[src/rtl/fe_consts.svh]
`ifndef FE_CONSTS_SVH
`define FE_CONSTS_SVH

`define FE_RESET_PC     64'h0000_0000_8000_0000
// response buffer depth, also the number of fetch credits
`define FE_RSP_DEPTH    4
`define FE_DEC_CREDITS  4
`define FE_NOP_INST     32'h0000_0013

`endif

[src/rtl/fe_ctrl_pkg.sv]
`default_nettype none

// front end control types
package fe_ctrl_pkg;

    // stall vector, bit 0 holds the fetch side, bit 1 holds if/id
    typedef logic [1:0] stall_vec_t;

    localparam int HOLD_IF = 0;
    localparam int HOLD_ID = 1;

    // wide enough for a depth of up to 7 entries
    typedef logic [2:0] credit_t;

endpackage

`default_nettype wire

[src/rtl/rv_isa_pkg.sv]
`default_nettype none

// RV64I encoding types used by fetch and decode
package rv_isa_pkg;

    typedef logic [63:0] pc_t;      // byte address
    typedef logic [31:0] inst_t;    // raw 32-bit word, no compressed forms
    typedef logic [4:0]  reg_idx_t;
    typedef logic [63:0] imm_t;     // already sign extended to xlen

    // one class per major opcode
    typedef enum logic [3:0] {
        alu_imm   = 4'd0,
        alu_reg   = 4'd1,
        alu_imm_w = 4'd2,   // 32-bit ops on rv64
        alu_reg_w = 4'd3,
        load      = 4'd4,
        store     = 4'd5,
        branch    = 4'd6,
        jal       = 4'd7,
        jalr      = 4'd8,
        lui       = 4'd9,
        auipc     = 4'd10,
        system    = 4'd11,
        illegal   = 4'd12
    } op_class_e;

endpackage

`default_nettype wire

[src/rtl/fe_decode.sv]
`timescale 1ns/1ps
`default_nettype none

`include "fe_consts.svh"

module fe_decode (
    input  logic                  clk,
    input  logic                  arst_n,
    input  logic                  flush,
    input  logic                  id_valid,
    input  rv_isa_pkg::pc_t       id_pc,
    input  rv_isa_pkg::inst_t     id_inst,
    input  logic                  dec_credit,
    output logic                  dec_stall,
    output logic                  dec_valid,
    output rv_isa_pkg::pc_t       dec_pc,
    output rv_isa_pkg::inst_t     dec_inst,
    output rv_isa_pkg::op_class_e dec_op_class,
    output rv_isa_pkg::reg_idx_t  dec_rd,
    output rv_isa_pkg::reg_idx_t  dec_rs1,
    output rv_isa_pkg::reg_idx_t  dec_rs2,
    output rv_isa_pkg::imm_t      dec_imm
);

    import rv_isa_pkg::*;
    import fe_ctrl_pkg::*;

    credit_t   credits;
    logic      fire;
    op_class_e op_class;
    imm_t      imm;
    imm_t      imm_i;
    imm_t      imm_s;
    imm_t      imm_b;
    imm_t      imm_u;
    imm_t      imm_j;

    // immediate formats, bit 31 is always the sign
    assign imm_i = {{52{id_inst[31]}}, id_inst[31:20]};
    assign imm_s = {{52{id_inst[31]}}, id_inst[31:25], id_inst[11:7]};
    assign imm_b = {{51{id_inst[31]}}, id_inst[31], id_inst[7], id_inst[30:25],
                    id_inst[11:8], 1'b0};
    assign imm_u = {{32{id_inst[31]}}, id_inst[31:12], 12'h000};
    assign imm_j = {{43{id_inst[31]}}, id_inst[31], id_inst[19:12], id_inst[20],
                    id_inst[30:21], 1'b0};

    always_comb begin
        imm = '0;
        case (id_inst[6:0])
            7'b0010011: begin op_class = alu_imm;   imm = imm_i; end
            7'b0110011: begin op_class = alu_reg;                end
            7'b0011011: begin op_class = alu_imm_w; imm = imm_i; end
            7'b0111011: begin op_class = alu_reg_w;              end
            7'b0000011: begin op_class = load;      imm = imm_i; end
            7'b0100011: begin op_class = store;     imm = imm_s; end
            7'b1100011: begin op_class = branch;    imm = imm_b; end
            7'b1101111: begin op_class = jal;       imm = imm_j; end
            7'b1100111: begin op_class = jalr;      imm = imm_i; end
            7'b0110111: begin op_class = lui;       imm = imm_u; end
            7'b0010111: begin op_class = auipc;     imm = imm_u; end
            7'b1110011: begin op_class = system;    imm = imm_i; end
            default:    begin op_class = illegal;                end
        endcase
    end

    // an entry leaves only with a credit in hand
    assign dec_stall = id_valid && (credits == '0);
    assign fire      = id_valid && (credits != '0) && !flush;

    always_ff @(posedge clk or negedge arst_n) begin
        if (!arst_n) begin
            credits   <= credit_t'(`FE_DEC_CREDITS);
            dec_valid <= 1'b0;
        end else begin
            dec_valid <= fire;
            if (fire && !dec_credit) begin
                credits <= credits - credit_t'(1);
            end else if (dec_credit && !fire) begin
                credits <= credits + credit_t'(1);
            end
        end
    end

    always_ff @(posedge clk) begin
        if (fire) begin
            dec_pc       <= id_pc;
            dec_inst     <= id_inst;
            dec_op_class <= op_class;
            dec_rd       <= id_inst[11:7];
            dec_rs1      <= id_inst[19:15];
            dec_rs2      <= id_inst[24:20];
            dec_imm      <= imm;
        end
    end

endmodule

`default_nettype wire

[src/rtl/fe_fifo.sv]
`timescale 1ns/1ps
`default_nettype none

module fe_fifo #(
    parameter type payload_t = logic [31:0],
    parameter int  DEPTH     = 4
) (
    input  logic     clk,
    input  logic     arst_n,
    input  logic     flush,
    input  logic     push,
    input  payload_t push_data,
    input  logic     pop,
    output payload_t pop_data,
    output logic     not_empty
);

    localparam int AW = (DEPTH > 1) ? $clog2(DEPTH) : 1;
    localparam int CW = $clog2(DEPTH + 1);

    payload_t      mem [DEPTH];
    logic [AW-1:0] wr_ptr;
    logic [AW-1:0] rd_ptr;
    logic [CW-1:0] count;
    logic          do_pop;

    // wraps at DEPTH, so non power of two depths work
    function automatic logic [AW-1:0] ptr_inc(input logic [AW-1:0] p);
        return (p == AW'(DEPTH - 1)) ? '0 : p + 1'b1;
    endfunction

    assign not_empty = (count != '0);
    assign do_pop    = pop && not_empty;
    assign pop_data  = mem[rd_ptr];     // head visible the cycle after its push

    always_ff @(posedge clk or negedge arst_n) begin
        if (!arst_n) begin
            wr_ptr <= '0;
            rd_ptr <= '0;
            count  <= '0;
        end else if (flush) begin
            wr_ptr <= '0;
            rd_ptr <= '0;
            count  <= '0;
        end else begin
            if (push) wr_ptr <= ptr_inc(wr_ptr);
            if (do_pop) rd_ptr <= ptr_inc(rd_ptr);
            count <= count + CW'(push) - CW'(do_pop);
        end
    end

    always_ff @(posedge clk) begin
        if (push && !flush) begin
            mem[wr_ptr] <= push_data;
        end
    end

endmodule

`default_nettype wire

[src/rtl/fe_hazard_ctrl.sv]
`timescale 1ns/1ps
`default_nettype none

`include "fe_consts.svh"

module fe_hazard_ctrl (
    input  logic                    clk,
    input  logic                    arst_n,
    input  logic                    imem_req_valid,
    input  logic                    imem_rsp_valid,
    input  logic                    redirect_valid,
    input  logic                    id_pop,
    input  logic                    dec_stall,
    output logic                    fetch_allow,
    output logic                    rsp_accept,
    output logic                    flush,
    output fe_ctrl_pkg::stall_vec_t stall_vec
);

    import fe_ctrl_pkg::*;

    credit_t credits;       // free slots in the response path
    credit_t in_flight;     // requests not answered yet, old path included
    credit_t drop_cnt;      // stale answers still to come
    credit_t live_flight;
    logic    drop;

    // outstanding count once this cycle's answer is taken out
    assign live_flight = in_flight - credit_t'(imem_rsp_valid);

    assign drop        = imem_rsp_valid && (drop_cnt != '0);
    assign rsp_accept  = imem_rsp_valid && (drop_cnt == '0) && !redirect_valid;
    assign fetch_allow = (credits != '0) && !redirect_valid;
    assign flush       = redirect_valid;

    assign stall_vec[HOLD_ID] = dec_stall;
    assign stall_vec[HOLD_IF] = dec_stall | redirect_valid;  // no handoff on a redirect edge

    always_ff @(posedge clk or negedge arst_n) begin
        if (!arst_n) begin
            credits   <= credit_t'(`FE_RSP_DEPTH);
            in_flight <= '0;
            drop_cnt  <= '0;
        end else begin
            in_flight <= live_flight + credit_t'(imem_req_valid);
            if (redirect_valid) begin
                // buffers are flushed, only the answers in flight stay owed
                drop_cnt <= live_flight;
                credits  <= credit_t'(`FE_RSP_DEPTH) - live_flight;
            end else begin
                drop_cnt <= drop_cnt - credit_t'(drop);
                credits  <= credits + credit_t'(id_pop) + credit_t'(drop)
                            - credit_t'(imem_req_valid);
            end
        end
    end

endmodule

`default_nettype wire

[src/rtl/fe_if_id_reg.sv]
`timescale 1ns/1ps
`default_nettype none

`include "fe_consts.svh"

module fe_if_id_reg (
    input  logic                    clk,
    input  logic                    arst_n,
    input  logic                    flush,
    input  fe_ctrl_pkg::stall_vec_t stall_vec,
    input  rv_isa_pkg::pc_t         pc_head,
    input  rv_isa_pkg::inst_t       inst_head,
    input  logic                    heads_valid,
    output logic                    id_pop,
    output logic                    id_valid,
    output rv_isa_pkg::pc_t         id_pc,
    output rv_isa_pkg::inst_t       id_inst
);

    import fe_ctrl_pkg::*;

    logic hold_if;
    logic hold_id;

    assign hold_if = stall_vec[HOLD_IF];
    assign hold_id = stall_vec[HOLD_ID];

    // take the fifo heads whenever the fetch side is not held
    assign id_pop = heads_valid && !hold_if;

    always_ff @(posedge clk or negedge arst_n) begin
        if (!arst_n) begin
            id_valid <= 1'b0;
            id_pc    <= '0;
            id_inst  <= `FE_NOP_INST;
        end else if (flush) begin
            id_valid <= 1'b0;
            id_pc    <= '0;
            id_inst  <= `FE_NOP_INST;
        end else if (hold_id) begin
            id_valid <= id_valid;   // keep entry until decode has a credit
        end else if (id_pop) begin
            id_valid <= 1'b1;
            id_pc    <= pc_head;
            id_inst  <= inst_head;
        end else begin
            id_valid <= 1'b0;       // bubble
            id_pc    <= '0;
            id_inst  <= `FE_NOP_INST;
        end
    end

endmodule

`default_nettype wire

[src/rtl/fe_pc_gen.sv]
`timescale 1ns/1ps
`default_nettype none

`include "fe_consts.svh"

module fe_pc_gen (
    input  logic            clk,
    input  logic            arst_n,
    input  logic            redirect_valid,
    input  rv_isa_pkg::pc_t redirect_pc,
    input  logic            fetch_allow,
    output logic            imem_req_valid,
    output rv_isa_pkg::pc_t imem_req_addr
);

    import rv_isa_pkg::*;

    pc_t  pc;
    logic running;  // first request goes out one cycle after reset lifts

    assign imem_req_valid = running && fetch_allow && !redirect_valid;
    assign imem_req_addr  = pc;

    always_ff @(posedge clk or negedge arst_n) begin
        if (!arst_n) begin
            running <= 1'b0;
        end else begin
            running <= 1'b1;
        end
    end

    always_ff @(posedge clk or negedge arst_n) begin
        if (!arst_n) begin
            pc <= `FE_RESET_PC;
        end else if (redirect_valid) begin
            pc <= redirect_pc;          // nothing issued this cycle
        end else if (imem_req_valid) begin
            pc <= pc + 64'd4;           // sequential, no prediction
        end
    end

endmodule

`default_nettype wire

[src/rtl/fe_top.sv]
`timescale 1ns/1ps
`default_nettype none

`include "fe_consts.svh"

module fe_top (
    input  logic                  clk,
    input  logic                  arst_n,
    // instruction memory
    output logic                  imem_req_valid,
    output rv_isa_pkg::pc_t       imem_req_addr,
    input  logic                  imem_rsp_valid,
    input  rv_isa_pkg::inst_t     imem_rsp_inst,
    // from execute
    input  logic                  redirect_valid,
    input  rv_isa_pkg::pc_t       redirect_pc,
    // to the consumer
    output logic                  dec_valid,
    output rv_isa_pkg::pc_t       dec_pc,
    output rv_isa_pkg::inst_t     dec_inst,
    output rv_isa_pkg::op_class_e dec_op_class,
    output rv_isa_pkg::reg_idx_t  dec_rd,
    output rv_isa_pkg::reg_idx_t  dec_rs1,
    output rv_isa_pkg::reg_idx_t  dec_rs2,
    output rv_isa_pkg::imm_t      dec_imm,
    input  logic                  dec_credit
);

    import rv_isa_pkg::*;
    import fe_ctrl_pkg::*;

    logic       fetch_allow;
    logic       rsp_accept;
    logic       flush;
    logic       dec_stall;
    logic       id_pop;
    logic       id_valid;
    logic       rsp_not_empty;
    stall_vec_t stall_vec;
    pc_t        pc_head;
    pc_t        id_pc;
    inst_t      inst_head;
    inst_t      id_inst;

    fe_pc_gen u_pc_gen (
        .clk            (clk),
        .arst_n         (arst_n),
        .redirect_valid (redirect_valid),
        .redirect_pc    (redirect_pc),
        .fetch_allow    (fetch_allow),
        .imem_req_valid (imem_req_valid),
        .imem_req_addr  (imem_req_addr)
    );

    fe_hazard_ctrl u_hazard_ctrl (
        .clk            (clk),
        .arst_n         (arst_n),
        .imem_req_valid (imem_req_valid),
        .imem_rsp_valid (imem_rsp_valid),
        .redirect_valid (redirect_valid),
        .id_pop         (id_pop),
        .dec_stall      (dec_stall),
        .fetch_allow    (fetch_allow),
        .rsp_accept     (rsp_accept),
        .flush          (flush),
        .stall_vec      (stall_vec)
    );

    // address of every request still owed an answer or waiting in the buffer
    fe_fifo #(.payload_t(pc_t), .DEPTH(`FE_RSP_DEPTH)) u_pc_fifo (
        .clk       (clk),
        .arst_n    (arst_n),
        .flush     (flush),
        .push      (imem_req_valid),
        .push_data (imem_req_addr),
        .pop       (id_pop),
        .pop_data  (pc_head),
        .not_empty ()   // a buffered response always has its pc ahead of it
    );

    fe_fifo #(.payload_t(inst_t), .DEPTH(`FE_RSP_DEPTH)) u_rsp_fifo (
        .clk       (clk),
        .arst_n    (arst_n),
        .flush     (flush),
        .push      (rsp_accept),
        .push_data (imem_rsp_inst),
        .pop       (id_pop),
        .pop_data  (inst_head),
        .not_empty (rsp_not_empty)
    );

    fe_if_id_reg u_if_id_reg (
        .clk         (clk),
        .arst_n      (arst_n),
        .flush       (flush),
        .stall_vec   (stall_vec),
        .pc_head     (pc_head),
        .inst_head   (inst_head),
        .heads_valid (rsp_not_empty),
        .id_pop      (id_pop),
        .id_valid    (id_valid),
        .id_pc       (id_pc),
        .id_inst     (id_inst)
    );

    fe_decode u_decode (
        .clk          (clk),
        .arst_n       (arst_n),
        .flush        (flush),
        .id_valid     (id_valid),
        .id_pc        (id_pc),
        .id_inst      (id_inst),
        .dec_credit   (dec_credit),
        .dec_stall    (dec_stall),
        .dec_valid    (dec_valid),
        .dec_pc       (dec_pc),
        .dec_inst     (dec_inst),
        .dec_op_class (dec_op_class),
        .dec_rd       (dec_rd),
        .dec_rs1      (dec_rs1),
        .dec_rs2      (dec_rs2),
        .dec_imm      (dec_imm)
    );

endmodule

`default_nettype wire

[config.mk]
export PLATFORM = sky130hd
export DESIGN_NAME = fe_top
export DESIGN_NICKNAME = d
export VERILOG_FILES = /design/src/rtl/fe_ctrl_pkg.sv /design/src/rtl/rv_isa_pkg.sv /design/src/rtl/fe_decode.sv /design/src/rtl/fe_fifo.sv /design/src/rtl/fe_hazard_ctrl.sv /design/src/rtl/fe_if_id_reg.sv /design/src/rtl/fe_pc_gen.sv /design/src/rtl/fe_top.sv
export VERILOG_INCLUDE_DIRS = /design/src /design/src/rtl
export SDC_FILE = /design/constraint.sdc
export NUM_CORES = 1
export LEC_CHECK = 0
export BUFFER_PORTS_ARGS = -buffer_cell sky130_fd_sc_hd__buf_2
export CORE_MARGIN = 3
export CORE_UTILIZATION = 45
export DETAILED_ROUTE_END_ITERATION = 12
export PLACE_DENSITY = 0.61
export SYNTH_ARGS = -nofsm -noshare
export SYNTH_HDL_FRONTEND = slang
export SYNTH_SLANG_ARGS = --single-unit
export TNS_END_PERCENT = 50
[constraint.sdc]
create_clock -name clk -period 16.1 [get_ports clk]
set_input_delay 1.61 -clock clk [delete_from_list [all_inputs] [get_ports clk]]
set_output_delay 1.61 -clock clk [all_outputs]
set_load 0.005 [all_outputs]
==> reports/qor.csv, run 1 <==
stage;metric;value;unit
sta;drv_slew;0;
worst_setup_path;required;14490;ps
cts;cts_hold_buf;0;
global_routing;antenna_found_initial;3;
place;numPortBuffers;345;
floorplan;start_util;45.6;%
cts;cts-resized-gates;0;
cts;cts.htree.levels;3;
floorplan;ios;346;
final_layout;final_common_cell;edfxtp_1;
global_routing;grt_pass1_wl;96900;microns
worst_setup_path;start_kind;input port;
global_routing;grt_max_degree;103;
power_and_ir_drop;power;4.90;mW
routing;drt_pass1_iterations;5;
sta;holdWs;448;ps
routing;detail-route-antenna-nets;0;
final_layout;final_nets;2055;
logic_synthesis;async_flop_share;26.8;%
floorplan;num_rows;90;
sta;setup_ws;11490;ps
logic_synthesis;synth_ff_type;edfxtp_1;
logic_synthesis;synth_cells;1610;
logic_synthesis;synth_cell_types;66;
routing;wl_met1;27600;microns
sta;fin_skew;15.3;ps
final_layout;syn_to_final_growth;17.1;%
worst_setup_path;reg2reg_from;u_pc_gen.imem_req_addr[3];
logic_synthesis;synth-compound-area-share;6.14;%
sta;clock.fmax;0.217;GHz
floorplan;dieArea;64300;sq um
logic_synthesis;synth_area;27600;sq um
logic_synthesis;synth.mux.area_fraction;8.30;%
logic_synthesis;synth_nets;1740;
final_layout;antenna_cells;0;
place;dp_slack;11470;ps
cts;cts_sinks;705;
cts;numCtsBuffers;73;
logic_synthesis;avgSynthCellArea;17.1;sq um
sta;hold_violations;0;
sta;worst_slew_pin_slew;1190;ps
final_layout;post-route-util;53.4;%
cts;post_cts_buffers;0;
place;dpl_cell_area;29800;sq um
power_and_ir_drop;p_leak;12.0;nW
flow_run;max_cap_viol_count;0;
sta;fin_crit_sh;28.7;%
routing;viasPerCell;5.57;
routing;vias;15400;
sta;rsz0062_at_grt;false;
logic_synthesis;synth_warnings;0;
logic_synthesis;yosys.area_share.simple;6.28;%
logic_synthesis;synth_top_area_share;56.2;%
worst_setup_path;end_kind;output port;
final_layout;fin_area;32300;sq um
logic_synthesis;ys_seq_area_share;73.4;%
worst_setup_path;r2r_end;u_pc_gen.imem_req_addr[42];
cts;cts-root-buf;clkbuf_16;
global_routing;grt_pass1_vias;15300;
hold_path;hp-start;u_if_id_reg.id_pc[40];
routing;wl_met2;31300;microns
routing;wire_per_inst;23.2;microns
sta;tns;0;ps
sta;relSlewSlack;20.9;%
final_layout;n_fill_cell;4851;
hold_path;hp-class;reg -> reg;
worst_setup_path;cp_max_fo;102;
cts;cts.reportedPaths.clkPinSlew;60;ps
power_and_ir_drop;power_per_cell_area;152;nW/um^2
logic_synthesis;synth-adder-area-share;1.45;%
floorplan;die_h;253;microns
sta;finalSetupViolations;0;
final_layout;fin_cells;2768;
routing;routed_wl;64300;microns
worst_setup_path;reg2reg_depth;6;
final_layout;layout-drive-gt1-share;31.0;%
cts;worstSkewPairLatency;610;ps
worst_setup_path;worst-r2r-setup-slack;12600;ps
worst_setup_path;crit_path_end;imem_req_valid;
status;status;finished, final reports clean;
routing;drc_errors;0;
cts;cts_tree;yes;
routing;met3_length;3990;microns
worst_setup_path;path_class;in -> out;
routing;initialDrtViolationCount;1058;
logic_synthesis;synth_top_family_by_area;multiplexers;
worst_setup_path;cp.arrival;3000;ps
logic_synthesis;synth_area_leaders;edfxtp_1 56%, dfrtp_1 17%, mux4_2 7.8%;
cts;clockBufferDepth;3;
global_routing;gr-total-overflow;0;
logic_synthesis;synth-seq-cells;705;
place;gp_congestion;0.840;
routing;dr.max_layer_used;met5;
floorplan;die_w;253;microns
worst_setup_path;crit_start;redirect_valid;
sta;fin_crit;4610;ps
global_routing;track_usage;20.1;%
place;post-dp-hpwl;39800;microns
floorplan;core;60500;sq um
logic_synthesis;synth_top_area_cell;edfxtp_1;
final_layout;layout_common_cells;516 x edfxtp_1, 343 x buf_2, 180 x dfrtp_1;
logic_synthesis;synth_edf_count;516;
place;dp.cells;2632;
logic_synthesis;synth_xor_area_share;1.56;%
power_and_ir_drop;peakVddDrop;0.0722;mV
[report_power, final]
| part | total (mW) | internal [mW] | leakage, nW | switching [mW] |
|---|---|---|---|---|
| logic | 0.763 | 0.361 | 3.71 | 0.403 |
| clock network | 1.71 | 1.02 | 1.20 | 0.690 |
| registers | 2.43 | 2.22 | 7.11 | 0.204 |
[Yosys cell counts, drive strengths merged, types with 25 or more instances]
master  count
a22o       96
a31oi      25
buf        62
clkbuf     59
dfrtp     183
edfxtp    516
inv        33
mux4       96
nand2      99
nand3      28
nand4      32
nor2       49
o21ai      83
xor2       33
[flip-flops by register name (all words and copies together), names as in the netlist, 2 cells and up]
register                 cells
u_pc_fifo.mem              256
u_rsp_fifo.mem             128
u_decode.dec_pc             64
u_if_id_reg.id_pc           64
u_pc_gen.imem_req_addr      64
u_decode.dec_imm            32
u_if_id_reg.id_inst         32
u_decode.dec_inst           20
u_decode.dec_op_class        4
u_decode.dec_rd              4
u_decode.dec_rs1             4
u_decode.dec_rs2             4
u_decode.credits             3
u_hazard_ctrl.credits        3
u_hazard_ctrl.drop_cnt       3
u_hazard_ctrl.in_flight      3
u_pc_fifo.count              3
u_rsp_fifo.count             3
u_pc_fifo.rd_ptr             2
u_pc_fifo.wr_ptr             2
u_rsp_fifo.rd_ptr            2
u_rsp_fifo.wr_ptr            2
[cell families after synthesis]
kind of cell,count (synthesis)
flops,705
compound gates,244
buf+inv,156
fa+ha+maj,29
simple gates,318
xor+xnor,49
mux,108
other cells,1
[cell type report]
type / instances / area [sq um] / share of cell area, %
Clock buffer: 101 / 2030 / 6.30
Clock inverter: 35 / 423 / 1.31
Inverter: 33 / 124 / 0.384
Multi-Input combinational cell: 749 / 6590 / 20.4
Sequential cell: 705 / 20200 / 62.7
Tap cell: 782 / 978 / 3.03
Timing Repair Buffer: 363 / 1870 / 5.81
[how the worst min path moves through the flow]
stage / endpoint / cells past startpoint
global placement: u_decode.dec_pc[13] / 0
finish: u_decode.dec_pc[40] / 0
floorplan: u_decode.dec_inst[3] / 0
CTS: u_decode.dec_pc[55] / 0
detailed placement: u_decode.dec_pc[32] / 0
global route: u_decode.dec_pc[9] / 0
[worst max-delay path, stage by stage]
cell and delay, ps:
buf_4 750, nor2_1 320, buf_2 250
[metal layers]
metal	track usage (%)	up-vias
met5	0	-
met4	6.31	4
met3	3.93	95
met2	32.0	531
met1	28.2	7917
li1	-	6870
(Power assumes the default switching activity.)
==> inputs of run 2 (changes only) <==
--- a/config.mk
+++ b/config.mk
@@ -10,7 +10,7 @@
 export CORE_MARGIN = 3
 export CORE_UTILIZATION = 45
 export DETAILED_ROUTE_END_ITERATION = 12
-export PLACE_DENSITY = 0.61
+export PLACE_DENSITY = 0.64
 export SYNTH_ARGS = -nofsm -noshare
 export SYNTH_HDL_FRONTEND = slang
 export SYNTH_SLANG_ARGS = --single-unit
==> constraint.sdc (replaced) <==
create_clock -name clk -period 4 [get_ports clk]
set_input_delay 0.4 -clock clk [delete_from_list [all_inputs] [get_ports clk]]
set_output_delay 0.4 -clock clk [all_outputs]
set_load 0.005 [all_outputs]
==> run 2 against run 1 <==
Net effect:
- via count up 2.1%
- sequential share of layout area down 1.3 points
- critical path depth up 8
- first-iteration DRC count up 13%
- total power rose to 4.0 times the previous value
- non-clock buffer count up 66
- cell count up 2.5%
- global-route usage up 0.23 points
- utilization up 1.1 points
- die area unchanged
==> reports/qor.csv, run 2 (synthesized netlist as in run 1, its figures left out) <==
stage;metric;value;unit
final_layout;fin_cells;2836;
worst_setup_path;reg2reg_depth;11;
cts;cts.htree.levels;3;
final_layout;post-route-util;54.5;%
sta;setup_ws;1130;ps
flow_run;max_cap_viol_count;0;
global_routing;grt_pass1_wl;98200;microns
sta;worst_slew_pin_slew;1140;ps
final_layout;fin_area;32900;sq um
place;gp_congestion;0.817;
worst_setup_path;crit_family;adder cells;
sta;fin_crit_sh;71.7;%
floorplan;dieArea;64300;sq um
worst_setup_path;start_kind;register;
worst_setup_path;r2r_end;u_rsp_fifo.count[2];
cts;cts_tree;yes;
cts;worstSkewPairLatency;610;ps
sta;holdWs;34.3;ps
worst_setup_path;crit_path_end;u_rsp_fifo.count[2];
routing;drc_errors;0;
cts;numCtsBuffers;73;
sta;tns;0;ps
place;numPortBuffers;345;
place;dp.cells;2642;
global_routing;grt_pass1_vias;15900;
worst_setup_path;worst-path-stages;11;
place;dpl_cell_area;29900;sq um
global_routing;met3_usage;3.91;%
global_routing;top_usage_layer;met2;
place;post-dp-hpwl;39700;microns
worst_setup_path;cp_max_fo;44;
power_and_ir_drop;p_clk_share;34.7;%
sta;clock.fmax;0.349;GHz
worst_setup_path;path_class;reg -> reg;
floorplan;die_w;253;microns
power_and_ir_drop;peakVddDrop;0.310;mV
routing;vias;15700;
final_layout;layout-drive-gt1-share;30.6;%
place;dp_slack;1120;ps
cts;clockBufferDepth;3;
global_routing;track_usage;20.3;%
routing;initialDrtViolationCount;1191;
cts;post_cts_buffers;0;
worst_setup_path;reg2reg_from;u_decode.credits[2];
hold_path;hp-class;in -> reg;
worst_setup_path;path_buf_inv;4;
sta;finalSetupViolations;0;
global_routing;gr-total-overflow;0;
final_layout;regMostFlops;u_pc_fifo.mem;
floorplan;core;60500;sq um
worst_setup_path;end_kind;register;
floorplan;num_rows;90;
floorplan;die_h;253;microns
sta;relSlewSlack;23.7;%
worst_setup_path;slowest_stage;buf_4;
routing;detail-route-antenna-nets;0;
routing;viasPerCell;5.55;
power_and_ir_drop;power_per_cell_area;600;nW/um^2
sta;fin_crit;2870;ps
worst_setup_path;worst-r2r-setup-slack;1130;ps
worst_setup_path;crit_start;u_decode.credits[2];
global_routing;grt_max_degree;134;
status;status;finished, final reports clean;
sta;rsz0062_at_grt;false;
power_and_ir_drop;p_leak;12.3;nW
sta;drv_slew;0;
final_layout;reg_top3;u_pc_fifo.mem (256), u_rsp_fifo.mem (128);
power_and_ir_drop;power;19.8;mW
worst_setup_path;crit_chain;nor3_1 > buf_4 > a211oi_4 > buf_4 > ha_1 > inv_1 > ha_1 > inv_1 > fa_1 > xnor2_1 > nor2_1;
final_layout;final_nets;2121;
power_and_ir_drop;comb_power_share;15.8;%
final_layout;largest_register_ffs;256;
cts;cts_hold_buf;56;
final_layout;n_fill_cell;4763;
power_and_ir_drop;p_sw;5.30;mW
cts;cts.reportedPaths.clkPinSlew;60;ps
routing;wire_per_inst;23.0;microns
final_layout;layout_common_cells;516 x edfxtp_1, 343 x buf_2, 180 x dfrtp_1;
global_routing;met1_usage;27.6;%
power_and_ir_drop;seqPwrFrac;49.5;%
final_layout;final_common_cell;edfxtp_1;
routing;drt_pass1_iterations;5;
cts;cts-resized-gates;0;
worst_setup_path;slowest_delay;570;ps
power_and_ir_drop;p_sw_share;26.8;%
sta;fin_skew;24.9;ps
final_layout;syn_to_final_growth;19.5;%
floorplan;start_util;45.6;%
worst_setup_path;required;4470;ps
cts;cts-root-buf;clkbuf_16;
sta;hold_violations;0;
global_routing;antenna_found_initial;2;
floorplan;ios;346;
cts;cts_sinks;705;
power_and_ir_drop;internal_power;14.5;mW
worst_setup_path;cp.arrival;3340;ps
global_routing;use_met2;33.2;%
routing;routed_wl;65100;microns
## run 2: cell count changes in the layout (fill, tap and decap cells not counted), moves of 3 or more
cell,before,now
diode_2,0,3
buf_12,0,4
clkinvlp_4,3,6
dlygate4sd3_1,0,56
clkbuf_8,9,5
clkinv_4,0,3
buf_4,19,25
## run 2: final cells by class
type	count	area [sq um]	share of cell area [%]
diodes	3	7.51	0.0228
well taps	782	978	2.97
multi-input cells	749	6600	20.0
flip-flops and latches	705	20200	61.4
clock buffers	96	1960	5.96
inverters	33	124	0.376
clock inverters	39	473	1.44
repair buffers	429	2560	7.77
## run 2: worst min-delay path: cells and delay by family
kind            cells  cell delay, ps
simple gates        1              40
compound gates      1              70
buf+inv             1              80
## run 2: power groups by stage
stage	Sequential (mW)	Clock (mW)	Combinational [mW]
after floorplan	9.52	0	2.26
after global placement	9.89	0	3.06
after detailed placement	9.94	0	3.12
after CTS	9.81	7.00	3.19
after global routing	9.92	7.30	3.47
final	9.79	6.86	3.13
## run 2: how the worst min path moves through the flow
stage                                 start                          to  slack [ps]  depth (start not counted)
after floorplan                      arst_n         u_decode.credits[0]         100                          0
after global placement               arst_n          u_decode.dec_valid         410                          1
after detailed placement             arst_n          u_decode.dec_valid         400                          1
after CTS                 imem_rsp_inst[13]       u_rsp_fifo.mem[0][13]        0.01                          1
after global routing      imem_rsp_inst[13]       u_rsp_fifo.mem[3][13]          10                          1
final                       redirect_pc[13]  u_pc_gen.imem_req_addr[13]          30                          3
## run 2: routing by layer
metal  up-vias  part of all wire, %
met3       110                  6.7
met5         -                    0
met2       566                   49
met4         0                  2.5
li1       7009                    -
met1      8051                   41
